**src/design/crc_a_pkg.sv**
```systemverilog
// CRC_A constants per ISO/IEC 14443-3; bits are processed least significant first, so the polynomial is reflected
`default_nettype none

package crc_a_pkg;

    // width of the CRC_A register and of every CRC word in the subsystem
    localparam int CRC_W = 16;

    // a CRC value as held by the engine and seen by the framer
    typedef logic [CRC_W-1:0] crc_t;

    // register value loaded at the start of every frame
    // ISO 14443-3 defines this as 0x6363 for type A cards
    localparam crc_t CRC_A_PRESET = 16'h6363;

    // x^16 + x^12 + x^5 + 1 written in bit-reversed order
    // the normal form would be 0x1021, but the data arrives lsb first
    // so the register shifts right and uses the mirrored taps
    localparam crc_t CRC_A_POLY_REFL = 16'h8408;

    // which bit stream the shared engine is currently following
    // rx is the idle choice since the card mostly listens
    typedef enum logic {
        CRC_MODE_RX = 1'b0,
        CRC_MODE_TX = 1'b1
    } crc_mode_t;

    // a received frame including its two crc bytes leaves the
    // register at zero when nothing was corrupted on the way
    // the residue check lives in crc_control

    // the tx side appends the register value low byte first,
    // bit 0 going out first, which matches the rx residue rule

endpackage

`default_nettype wire

```
**src/design/crc_a.sv**
```systemverilog
// one bit per sample strobe; start and sample must never be high together, and the preset is fixed by the standard
`default_nettype none
`timescale 1ns/1ns

module crc_a (
    input  wire             clk,
    input  wire             rst_n,
    // loads the preset for a new frame
    input  wire logic       start,
    // shifts data into the register
    input  wire logic       sample,
    input  wire logic       data,
    output crc_a_pkg::crc_t crc
);

    import crc_a_pkg::*;

    logic feedback;
    crc_t crc_next;

    // the incoming bit is combined with the bit about to leave the register
    assign feedback = crc[0] ^ data;

    // reflected lfsr step, shift right and fold in the taps when the feedback is set
    assign crc_next = (crc >> 1) ^ (feedback ? CRC_A_POLY_REFL : '0);

    always_ff @(posedge clk or negedge rst_n) begin
        if (!rst_n) begin
            // reset leaves the register as if a frame had just started
            crc <= CRC_A_PRESET;
        end else if (start) begin
            crc <= CRC_A_PRESET;
        end else if (sample) begin
            crc <= crc_next;
        end
    end

    // a start together with a sample would drop a bit at the head of a frame
    // the controller's spacing of its strobes is meant to prevent this
    a_start_sample_excl : assert property (
        @(posedge clk) disable iff (!rst_n)
        !(start && sample)
    ) else $error("crc_a start and sample high in the same cycle");

endmodule

`default_nettype wire

```
**src/design/crc_control.sv**
```systemverilog
// rx and tx never run at once; a new rx start of frame always takes the engine, even in the middle of a tx frame
`default_nettype none
`timescale 1ns/1ns

module crc_control (
    input  wire                clk,
    input  wire                rst_n,
    // decoded rx bits, lsb first, with a start-of-frame strobe
    input  wire logic          rx_soc,
    input  wire logic          rx_bit,
    input  wire logic          rx_bit_valid,
    // tx framer events
    input  wire logic          tx_crc_start,
    input  wire logic          tx_data_bit,
    input  wire logic          tx_bit,
    output logic               rx_crc_ok,
    output crc_a_pkg::crc_mode_t crc_mode,
    output crc_a_pkg::crc_t    crc
);

    import crc_a_pkg::*;

    logic crc_start;
    logic crc_sample;
    logic crc_data;

    crc_a u_crc_a (
        .clk    (clk),
        .rst_n  (rst_n),
        .start  (crc_start),
        .sample (crc_sample),
        .data   (crc_data),
        .crc    (crc)
    );

    // the residue of a good frame, crc bytes included, is zero
    assign rx_crc_ok = (crc == '0);

    // mode and strobe generation, every strobe lags its cause by one cycle
    always_ff @(posedge clk or negedge rst_n) begin
        if (!rst_n) begin
            crc_mode   <= CRC_MODE_RX;
            crc_start  <= 1'b0;
            crc_sample <= 1'b0;
        end else begin
            // rx start of frame has priority over a framer start
            crc_start <= rx_soc | tx_crc_start;
            if (rx_soc) begin
                crc_mode <= CRC_MODE_RX;
            end else if (tx_crc_start) begin
                crc_mode <= CRC_MODE_TX;
            end
            // only the stream of the current mode feeds the engine
            if (crc_mode == CRC_MODE_RX) begin
                crc_sample <= rx_bit_valid;
            end else begin
                crc_sample <= tx_data_bit;
            end
        end
    end

    // the sampled bit itself, only meaningful alongside crc_sample
    always_ff @(posedge clk) begin
        if (crc_mode == CRC_MODE_RX) begin
            if (rx_bit_valid) crc_data <= rx_bit;
        end else begin
            if (tx_data_bit) crc_data <= tx_bit;
        end
    end

    // both strobes rely on the rx spacing rule and the framer's one-shot start
    a_start_pulse : assert property (
        @(posedge clk) disable iff (!rst_n)
        crc_start |=> !crc_start
    ) else $error("crc_start held for more than one cycle");

    a_sample_pulse : assert property (
        @(posedge clk) disable iff (!rst_n)
        crc_sample |=> !crc_sample
    ) else $error("crc_sample held for more than one cycle");

endmodule

`default_nettype wire

```
**src/design/tx_framer.sv**
```systemverilog
// bit requests must be at least 3 cycles apart; no frame is sent before fdt_trigger and no abort exists
`default_nettype none
`timescale 1ns/1ns

module tx_framer (
    input  wire             clk,
    input  wire             rst_n,
    // four-phase byte source
    input  wire logic       tx_byte_req,
    input  wire logic       tx_byte_last,
    input  wire logic [7:0] tx_byte,
    output logic            tx_byte_ack,
    input  wire logic       tx_append_crc,
    input  wire logic       fdt_trigger,
    // modulator side
    input  wire logic       tx_bit_req,
    input  wire crc_a_pkg::crc_t crc,
    output logic            tx_bit,
    output logic            tx_bit_valid,
    output logic            tx_done,
    output logic            tx_crc_start,
    output logic            tx_data_bit
);

    import crc_a_pkg::*;

    localparam int IDX_W = $clog2(CRC_W);

    typedef enum logic [1:0] {
        ST_IDLE, ST_WAIT, ST_DATA, ST_CRC
    } state_t;

    state_t           state;
    logic [7:0]       byte_reg;
    logic             byte_last_reg;
    logic             byte_full;
    logic [7:0]       shift_reg;
    logic [2:0]       bit_cnt;
    logic             cur_last;
    logic             append_reg;
    logic             fdt_seen;
    logic [IDX_W-1:0] crc_idx;
    logic             accept, launch, consume, refill, load, frame_tail;

    // once the last byte is shifting, the next byte belongs to a new frame
    assign frame_tail = ((state == ST_DATA) || (state == ST_CRC)) && cur_last;
    assign accept     = tx_byte_req && !tx_byte_ack && !byte_full && !frame_tail;
    assign launch     = (state == ST_WAIT) && (fdt_trigger || fdt_seen);
    assign consume    = tx_bit_req && tx_bit_valid;
    // next byte either follows the last bit directly or ends a starved wait
    assign refill     = (state == ST_DATA) && byte_full && !cur_last &&
                        (!tx_bit_valid || (consume && (bit_cnt == 3'd7)));
    assign load       = launch || refill;

    assign tx_crc_start = launch && append_reg;
    assign tx_data_bit  = consume && (state == ST_DATA);
    // crc bits come straight from the engine, which is final by then
    assign tx_bit       = (state == ST_CRC) ? crc[crc_idx] : shift_reg[0];

    always_ff @(posedge clk) begin
        if (accept) begin
            byte_reg      <= tx_byte;
            byte_last_reg <= tx_byte_last;
        end
        if (load) begin
            shift_reg <= byte_reg;
        end else if (tx_data_bit) begin
            shift_reg <= shift_reg >> 1;
        end
    end

    always_ff @(posedge clk or negedge rst_n) begin
        if (!rst_n) begin
            state        <= ST_IDLE;
            byte_full    <= 1'b0;
            tx_byte_ack  <= 1'b0;
            append_reg   <= 1'b0;
            fdt_seen     <= 1'b0;
            bit_cnt      <= '0;
            cur_last     <= 1'b0;
            crc_idx      <= '0;
            tx_bit_valid <= 1'b0;
            tx_done      <= 1'b0;
        end else begin
            tx_done <= 1'b0;
            // ack rises with the latch and falls after the source drops req
            if (accept) begin
                tx_byte_ack <= 1'b1;
                byte_full   <= 1'b1;
            end else if (tx_byte_ack && !tx_byte_req) begin
                tx_byte_ack <= 1'b0;
            end
            // a trigger may arrive before the first byte
            if (fdt_trigger && ((state == ST_IDLE) || (state == ST_WAIT))) fdt_seen <= 1'b1;
            if (launch) fdt_seen <= 1'b0;
            if (load) begin
                byte_full    <= 1'b0;
                bit_cnt      <= '0;
                cur_last     <= byte_last_reg;
                tx_bit_valid <= 1'b1;
            end
            case (state)
                ST_IDLE: if (accept) begin
                    state      <= ST_WAIT;
                    append_reg <= tx_append_crc;
                end
                ST_WAIT: if (launch) state <= ST_DATA;
                ST_DATA: if (consume) begin
                    if (bit_cnt != 3'd7) begin
                        bit_cnt <= bit_cnt + 3'd1;
                    end else if (cur_last && append_reg) begin
                        state   <= ST_CRC;
                        crc_idx <= '0;
                    end else if (cur_last) begin
                        state        <= ST_IDLE;
                        tx_bit_valid <= 1'b0;
                        tx_done      <= 1'b1;
                    end else if (!byte_full) begin
                        // starved, hold in data until the source catches up
                        tx_bit_valid <= 1'b0;
                    end
                end
                ST_CRC: if (consume) begin
                    if (crc_idx == IDX_W'(CRC_W - 1)) begin
                        state        <= ST_IDLE;
                        tx_bit_valid <= 1'b0;
                        tx_done      <= 1'b1;
                    end else begin
                        crc_idx <= crc_idx + 1'b1;
                    end
                end
                default: state <= ST_IDLE;
            endcase
        end
    end

    // the crc needs two cycles after the last data bit before it can be shown
    a_req_spacing : assert property (
        @(posedge clk) disable iff (!rst_n)
        tx_bit_req |=> !tx_bit_req [*2]
    ) else $error("tx_bit_req closer than 3 cycles");

    a_byte_stable : assert property (
        @(posedge clk) disable iff (!rst_n)
        (tx_byte_req && !tx_byte_ack) |=> $stable(tx_byte)
    ) else $error("tx_byte changed before it was acknowledged");

endmodule

`default_nettype wire

```
**src/design/crc_a_subsystem.sv**
```systemverilog
// single shared crc engine, so an rx frame arriving during tx corrupts the tx crc; clk is free running
`default_nettype none
`timescale 1ns/1ns

module crc_a_subsystem (
    input  wire                  clk,
    input  wire                  rst_n,
    // rx bit stream, already decoded
    input  wire logic            rx_soc,
    input  wire logic            rx_bit,
    input  wire logic            rx_bit_valid,
    // tx byte source, four-phase req/ack
    input  wire logic            tx_byte_req,
    input  wire logic [7:0]      tx_byte,
    input  wire logic            tx_byte_last,
    output logic                 tx_byte_ack,
    // per-frame tx controls
    input  wire logic            tx_append_crc,
    input  wire logic            fdt_trigger,
    // modulator handshake
    input  wire logic            tx_bit_req,
    output logic                 tx_bit,
    output logic                 tx_bit_valid,
    output logic                 tx_done,
    // crc status
    output logic                 rx_crc_ok,
    output crc_a_pkg::crc_mode_t crc_mode,
    output crc_a_pkg::crc_t      crc
);

    // framer events that steer the engine onto the tx stream
    logic tx_crc_start;
    logic tx_data_bit;

    tx_framer u_tx_framer (
        .clk           (clk),
        .rst_n         (rst_n),
        .tx_byte_req   (tx_byte_req),
        .tx_byte_last  (tx_byte_last),
        .tx_byte       (tx_byte),
        .tx_byte_ack   (tx_byte_ack),
        .tx_append_crc (tx_append_crc),
        .fdt_trigger   (fdt_trigger),
        .tx_bit_req    (tx_bit_req),
        .crc           (crc),
        .tx_bit        (tx_bit),
        .tx_bit_valid  (tx_bit_valid),
        .tx_done       (tx_done),
        .tx_crc_start  (tx_crc_start),
        .tx_data_bit   (tx_data_bit)
    );

    // the engine sits in here and its value is shared with the framer
    crc_control u_crc_control (
        .clk          (clk),
        .rst_n        (rst_n),
        .rx_soc       (rx_soc),
        .rx_bit       (rx_bit),
        .rx_bit_valid (rx_bit_valid),
        .tx_crc_start (tx_crc_start),
        .tx_data_bit  (tx_data_bit),
        .tx_bit       (tx_bit),
        .rx_crc_ok    (rx_crc_ok),
        .crc_mode     (crc_mode),
        .crc          (crc)
    );

endmodule

`default_nettype wire

```
**config.mk**
```make
export PLATFORM = sky130hd
export DESIGN_NAME = crc_a_subsystem
export DESIGN_NICKNAME = d
export VERILOG_FILES = /design/src/design/crc_a_pkg.sv /design/src/design/crc_a.sv /design/src/design/crc_control.sv /design/src/design/tx_framer.sv /design/src/design/crc_a_subsystem.sv
export SDC_FILE = /design/constraint.sdc
export NUM_CORES = 1
export LEC_CHECK = 0
export BUFFER_PORTS_ARGS = -buffer_cell sky130_fd_sc_hd__buf_4
export CAP_MARGIN = 20
export CORE_MARGIN = 1
export CORE_UTILIZATION = 45
export CTS_BUF_LIST = sky130_fd_sc_hd__clkbuf_4 sky130_fd_sc_hd__clkbuf_8
export CTS_CLUSTER_SIZE = 25
export DETAILED_ROUTE_END_ITERATION = 8
export MAX_ROUTING_LAYER = met4
export PLACE_DENSITY = 0.66
export SLEW_MARGIN = 20
export SYNTH_ARGS = -nofsm -noshare
export SYNTH_HDL_FRONTEND = slang
export SYNTH_HIERARCHICAL = 1
export SYNTH_SLANG_ARGS = --single-unit
```
**constraint.sdc**
```tcl
create_clock -name clk -period 1.9 [get_ports clk]
set_input_delay 0.38 -clock clk [delete_from_list [all_inputs] [get_ports clk]]
set_output_delay 0.38 -clock clk [all_outputs]
set_load 0.02 [all_outputs]
```
# After elaboration in Yosys (flattened, before gate mapping)
# Cells that the tools add are included.
classes:
  n_addsub: 2
  n_eq_ne: 16
  n_bitwise: 3
  mux: 55
  order_cmp: 1
  n_reduce_logical: 40
op_table:
  columns: ["cell", "n"]
  rows:
  - ["2-to-1 mux 16 bit", 3]
  - ["2-to-1 mux 1 bit", 28]
  - ["2-to-1 mux 4 bit", 5]
  - ["logical NOT 16 bit", 1]
  - ["2-to-1 mux 2 bit", 8]
  - ["2-to-1 mux 8 bit", 2]
  - ["nonzero test 2 bit", 8]
  - ["bitwise XOR 15 x 16 -> 16 bit", 1]
  - ["logical AND 1 bit", 15]
  - ["2-to-1 mux 3 bit", 4]
  - ["inequality test 2 x 1 -> 1 bit (second input constant)", 5]
  - ["inequality test 2 bit (second input constant)", 4]
  - ["one-hot mux 2 bit (4 select lines)", 1]
  - ["one-hot mux 4 bit (2 select lines)", 1]
  - ["AND reduction 7 bit", 1]
  - ["logical NOT 1 bit", 6]
  - ["AND reduction 6 bit", 1]
  - ["logical OR 1 bit", 5]
  - ["less-than comparator 4 x 5 -> 1 bit (second input constant)", 1]
  - ["adder 4 x 1 -> 4 bit (second input constant)", 1]
  - ["binary-select mux 1 bit (select 4 bit)", 1]
  - ["== test 2 bit (second input constant)", 2]
  - ["== test 4 bit (second input constant)", 1]
  - ["one-hot mux 1 bit (2 select lines)", 2]
  - ["other kinds (9)", 10]
totals:
  output_inout_bits: 22
  register_bits: 53

# Depth between registers and ports, before layout
depth:
  depth_word: 12
  depth_mapped: 7

# By module
# Netlist, hierarchy kept.
modules_own_cells:
  columns: ["mod", "seq_area_each_um2", "area_per_inst_um2", "instances", "cells_each"]
  rows:
  - ["tx_framer", 910.9, 1620.3, 1, 128]
  - ["crc_a", 410.4, 735.7, 1, 58]
  - ["crc_control", 105.1, 175.2, 1, 14]

# Worst setup path after synthesis
# Ideal clock, no wire load.
synth_path:
  kind: "register -> register"
  start: "reg u_tx_framer.crc_idx[0]"
  end: "reg u_crc_control.crc_data, data pin"
  t_arrival_ns: 1.836
  setup_time_ns: 0.260
  stages_incl_launch_ff: 7
  path_slack_ns: -0.196
  t_required_ns: 1.640
  period_less_slack_ns: 2.096
  cell_sequence: "dfrtp_1 buf_2 mux4_2 mux2i_1 or2_1 a41oi_1 mux2_2"
synth_via:
  elab_chain_cells: 5
synth_rtl:
  columns: ["element", "line_no", "rtl"]
  rows:
  - ["start: declaration", "tx_framer.sv:42", "logic [IDX_W-1:0] crc_idx;"]
  - ["start signal: assignment", "tx_framer.sv:129", "crc_idx <= crc_idx + 1'b1;"]
  - ["binary-select mux 1 bit (select 4 bit)", "tx_framer.sv:58", "assign tx_bit = (state == ST_CRC) ? crc[crc_idx] : shift_reg[0];"]
  - ["2-to-1 mux 1 bit (not written as such)", "tx_framer.sv:58", null]
  - ["2-to-1 mux 1 bit", "tx_framer.sv:58", null]
  - ["net tx_bit", "crc_a_subsystem.sv:22", "output logic tx_bit,"]
  - ["2-to-1 mux 1 bit", "crc_control.sv:67", "if (tx_data_bit) crc_data <= tx_bit;"]
  - ["2-to-1 mux 1 bit", "crc_control.sv:64", "if (crc_mode == CRC_MODE_RX) begin"]
  - ["end signal: assignment", "crc_control.sv:65", "if (rx_bit_valid) crc_data <= rx_bit;"]
  - ["end signal: assignment", "crc_control.sv:67", null]
  - ["end: declaration", "crc_control.sv:25", "logic crc_data;"]
# The timed path passes the listed nets, and every way through them passes these cells. The select of a mux whose other input is x is not followed.
# A chain may end at the register's enable or synchronous reset.

# Worst setup path after layout
layout_path:
  start: "reg u_tx_framer.crc_idx[0]"
  end: "out tx_bit"
layout_via:
  elab_chain_cells: 3
layout_rtl:
  columns: ["element", "line_no"]
  rows:
  - ["binary-select mux 1 bit (select 4 bit)", "tx_framer.sv:58"]
  - ["2-to-1 mux 1 bit (not written as such)", "tx_framer.sv:58"]
  - ["2-to-1 mux 1 bit", "tx_framer.sv:58"]
  - ["end: declaration", "crc_a_subsystem.sv:22"]
# No other way between the ends. The select of a mux whose other input is x is not followed.

==> flow_summary.yaml <==
run_status:
  status: "complete, but fails checks"
  violations: "setup timing"
place:
  dp_worst_setup_slack_ns: -0.0736
  place_area_um2: 3040
  dp_cells: 323
  io_buffers: 39
  place_hpwl_um: 3640
  gp_congestion: 0.823
sta:
  setup_viol: 1
  hold-worst-slack_ns: 0.00481
  worstMarginPinSlew_ns: 0.448
  setup_ws_ns: -0.309
  slew_violations: 0
  period_share: 1.16
  fmax_mhz: 453
  slew_headroom: 0.699
  skew_ns: 0.00350
  setup-tns-final_ns: -0.309
  hold_viol: 0
  min_period_ns: 2.21
  rsz0062_at_grt: "true"
logic_synthesis:
  synth_top_area_share: 0.267
  synth.area.top_cells: "dfrtp_1, edfxtp_1, dfstp_2"
  synthSimpleGateAreaFrac: 0.147
  synth_top_family_by_area: "simple AND/OR/NAND/NOR gates"
  netlist_area_um2: 2530
  muxShareOfSynthArea: 0.122
  synth_fa_ha_area_frac: 0.0148
  synth-main-ff-cell: "dfrtp_1"
  synthCells: 200
  ys_top_cells_by_count: "dfrtp_1, edfxtp_1, nor2_1, mux2_2, nor2b_1"
  synth_top_area_cell: "dfrtp_1"
  synth_xor_area_frac: 0.00346
  synth-compound-area-share: 0.108
  synth_fp_nets: 221
  synth-edff-count: 18
  yosys_warnings: 6
  ys_seq_area_frac: 0.564
  synth_cell_types: 54
  yosysMostFrequentCell: "dfrtp_1"
  ys_seq_elements: 53
  syn_avg_cell_area_um2: 12.7
  synthArstFlopShare: 0.660
min_path:
  hold_path_class: "primary input to async pin"
power:
  leakage_nw: 1.35
  p_per_area_nw_per_um2: 1190
  finalPower_mw: 3.89
  combPwrFrac: 0.364
  p_int_mw: 2.61
  irDropWorstVdd_mv: 0.651
  p_sw_frac: 0.329
  switching_power_mw: 1.28
  p_seq_frac: 0.439
  clockPowerShare: 0.197
worst_setup_path:
  rr_worst_depth: 5
  crit_fanout: 4
  rr_endpoint: "u_crc_control/crc_data"
  crit_type: "register to output port"
  worstPathRequired_ns: 1.52
  endpoint_kind: "output port"
  worstPathArrival_ns: 1.83
  startpoint_type: "register"
  regToRegStartpoint: "u_tx_framer/crc_idx[0]"
  reg2reg_slack_ns: 0.02
flow_run:
  cap_violations: 0
layout:
  final_cells: 333
  finalInstanceArea_um2: 3260
  n_antenna_cell: 0
  fin_nets: 283
  area_delta_synth_final_pct: 28.7
  utilization: 0.618
  drive_gt1_frac: 0.414
  largest_reg_flops: 16
clocking:
  cts_tree: "built"
  clock_path_buffers: 2
  clock-root-buffer: "clkbuf_8"
  cts_sinks: 53
  clkLatencyLatePin_ns: 0.30
  cts.reportedPaths.clkPinSlew_ns: 0.09
  cts_made_buffers: 5
  cts.htree.levels: 2
  cts_hold_buf: 0
routing:
  vias: 1802
  first_iter_violations: 78
  wl_per_cell_um: 15.4
  first_pass_iters: 4
  avgViaCountPerCell: 5.41
  drc: 0
  wirelength_um: 5130
  ant_nets: 0
global_route:
  overflow: 0
  track_usage: 0.187
  grt_pass1_wl_um: 8460
  grt_pass1_vias: 1785
  grt_antenna_before_repair: 0
  grt_max_degree: 36
floorplan:
  start_util: 0.480
  rows: 26
  die_h_um: 77
  die-area_um2: 5930
  core-area_um2: 5270
  ioPinCount: 40
  die_x_um: 77
## power by group through the flow
stage	clock network, mW	logic (mW)	registers, mW
global route	0.827	1.55	1.75
CTS	0.792	1.37	1.70
finish	0.765	1.42	1.71
detailed placement	0	1.34	1.72
floorplan	0	0.935	1.70
global placement	0	1.32	1.72
## critical path, cell delays in order, from the launching register on
cell     delay (ns)
dfrtp_2        0.43
mux4_2         0.51
mux2i_1        0.15
or2_1          0.17
a41oi_4        0.12
buf_6          0.16
## per-layer routing
layer / vias up / share of wire / global-route usage
li1: 870 / - / -
met1: 887 / 0.46 / 0.235
met2: 40 / 0.50 / 0.310
met3: 5 / 0.033 / 0.0393
met4: 0 / 0.0072 / 0.0453
met5: - / 0 / -
## cell usage in the layout (no fill, tap or decap), types with 3 or more instances in the layout
cell type	instances
a21oi_1	8
clkbuf_8	5
buf_4	60
dfrtp_1	26
inv_1	5
o21ai_0	6
mux2_2	9
mux4_2	3
nor2_1	14
mux2_1	3
dfstp_2	8
buf_6	6
edfxtp_1	18
nand2_1	8
nor4_4	3
ha_1	3
nor2b_1	10
nand3_1	3
a211o_1	8
mux2i_1	8
## layout make-up
type / count / area [µm²]
clock buffers: 5 / 68.8
clock inverters: 3 / 46.3
fillers: 428 / 2010
inverters: 5 / 18.8
multi-input cells: 131 / 1090
flip-flops and latches: 53 / 1430
well taps: 70 / 87.6
repair buffers: 66 / 518
## worst max path at each step
stage	from	endpoint	slack [ns]	cells after the start
global route	u_tx_framer/crc_idx[0]	tx_bit	-0.42	5
floorplan	u_tx_framer/crc_idx[0]	u_crc_control/crc_data	-0.03	6
global placement	u_tx_framer/crc_idx[0]	tx_bit	-0.04	5
detailed placement	u_tx_framer/crc_idx[0]	tx_bit	-0.07	5
finish	u_tx_framer/crc_idx[0]	tx_bit	-0.31	5
CTS	u_tx_framer/crc_idx[0]	tx_bit	-0.33	5
## cells by family after synthesis
group           count (synthesis)
simple gates                   64
flops                          53
compound gates                 38
mux                            25
buf+inv                        16
fa+ha+maj                       3
xor+xnor                        1
## timing repair
action                                  4_1_cts  5_1_grt
setup buffers                                 0        3
resized for setup                             5       13
cloned                                        0        0
pin swaps                                     2        5
endpoints found under the hold margin         0        0
endpoints found under the setup margin        3       14
(Power assumes the default switching activity.)
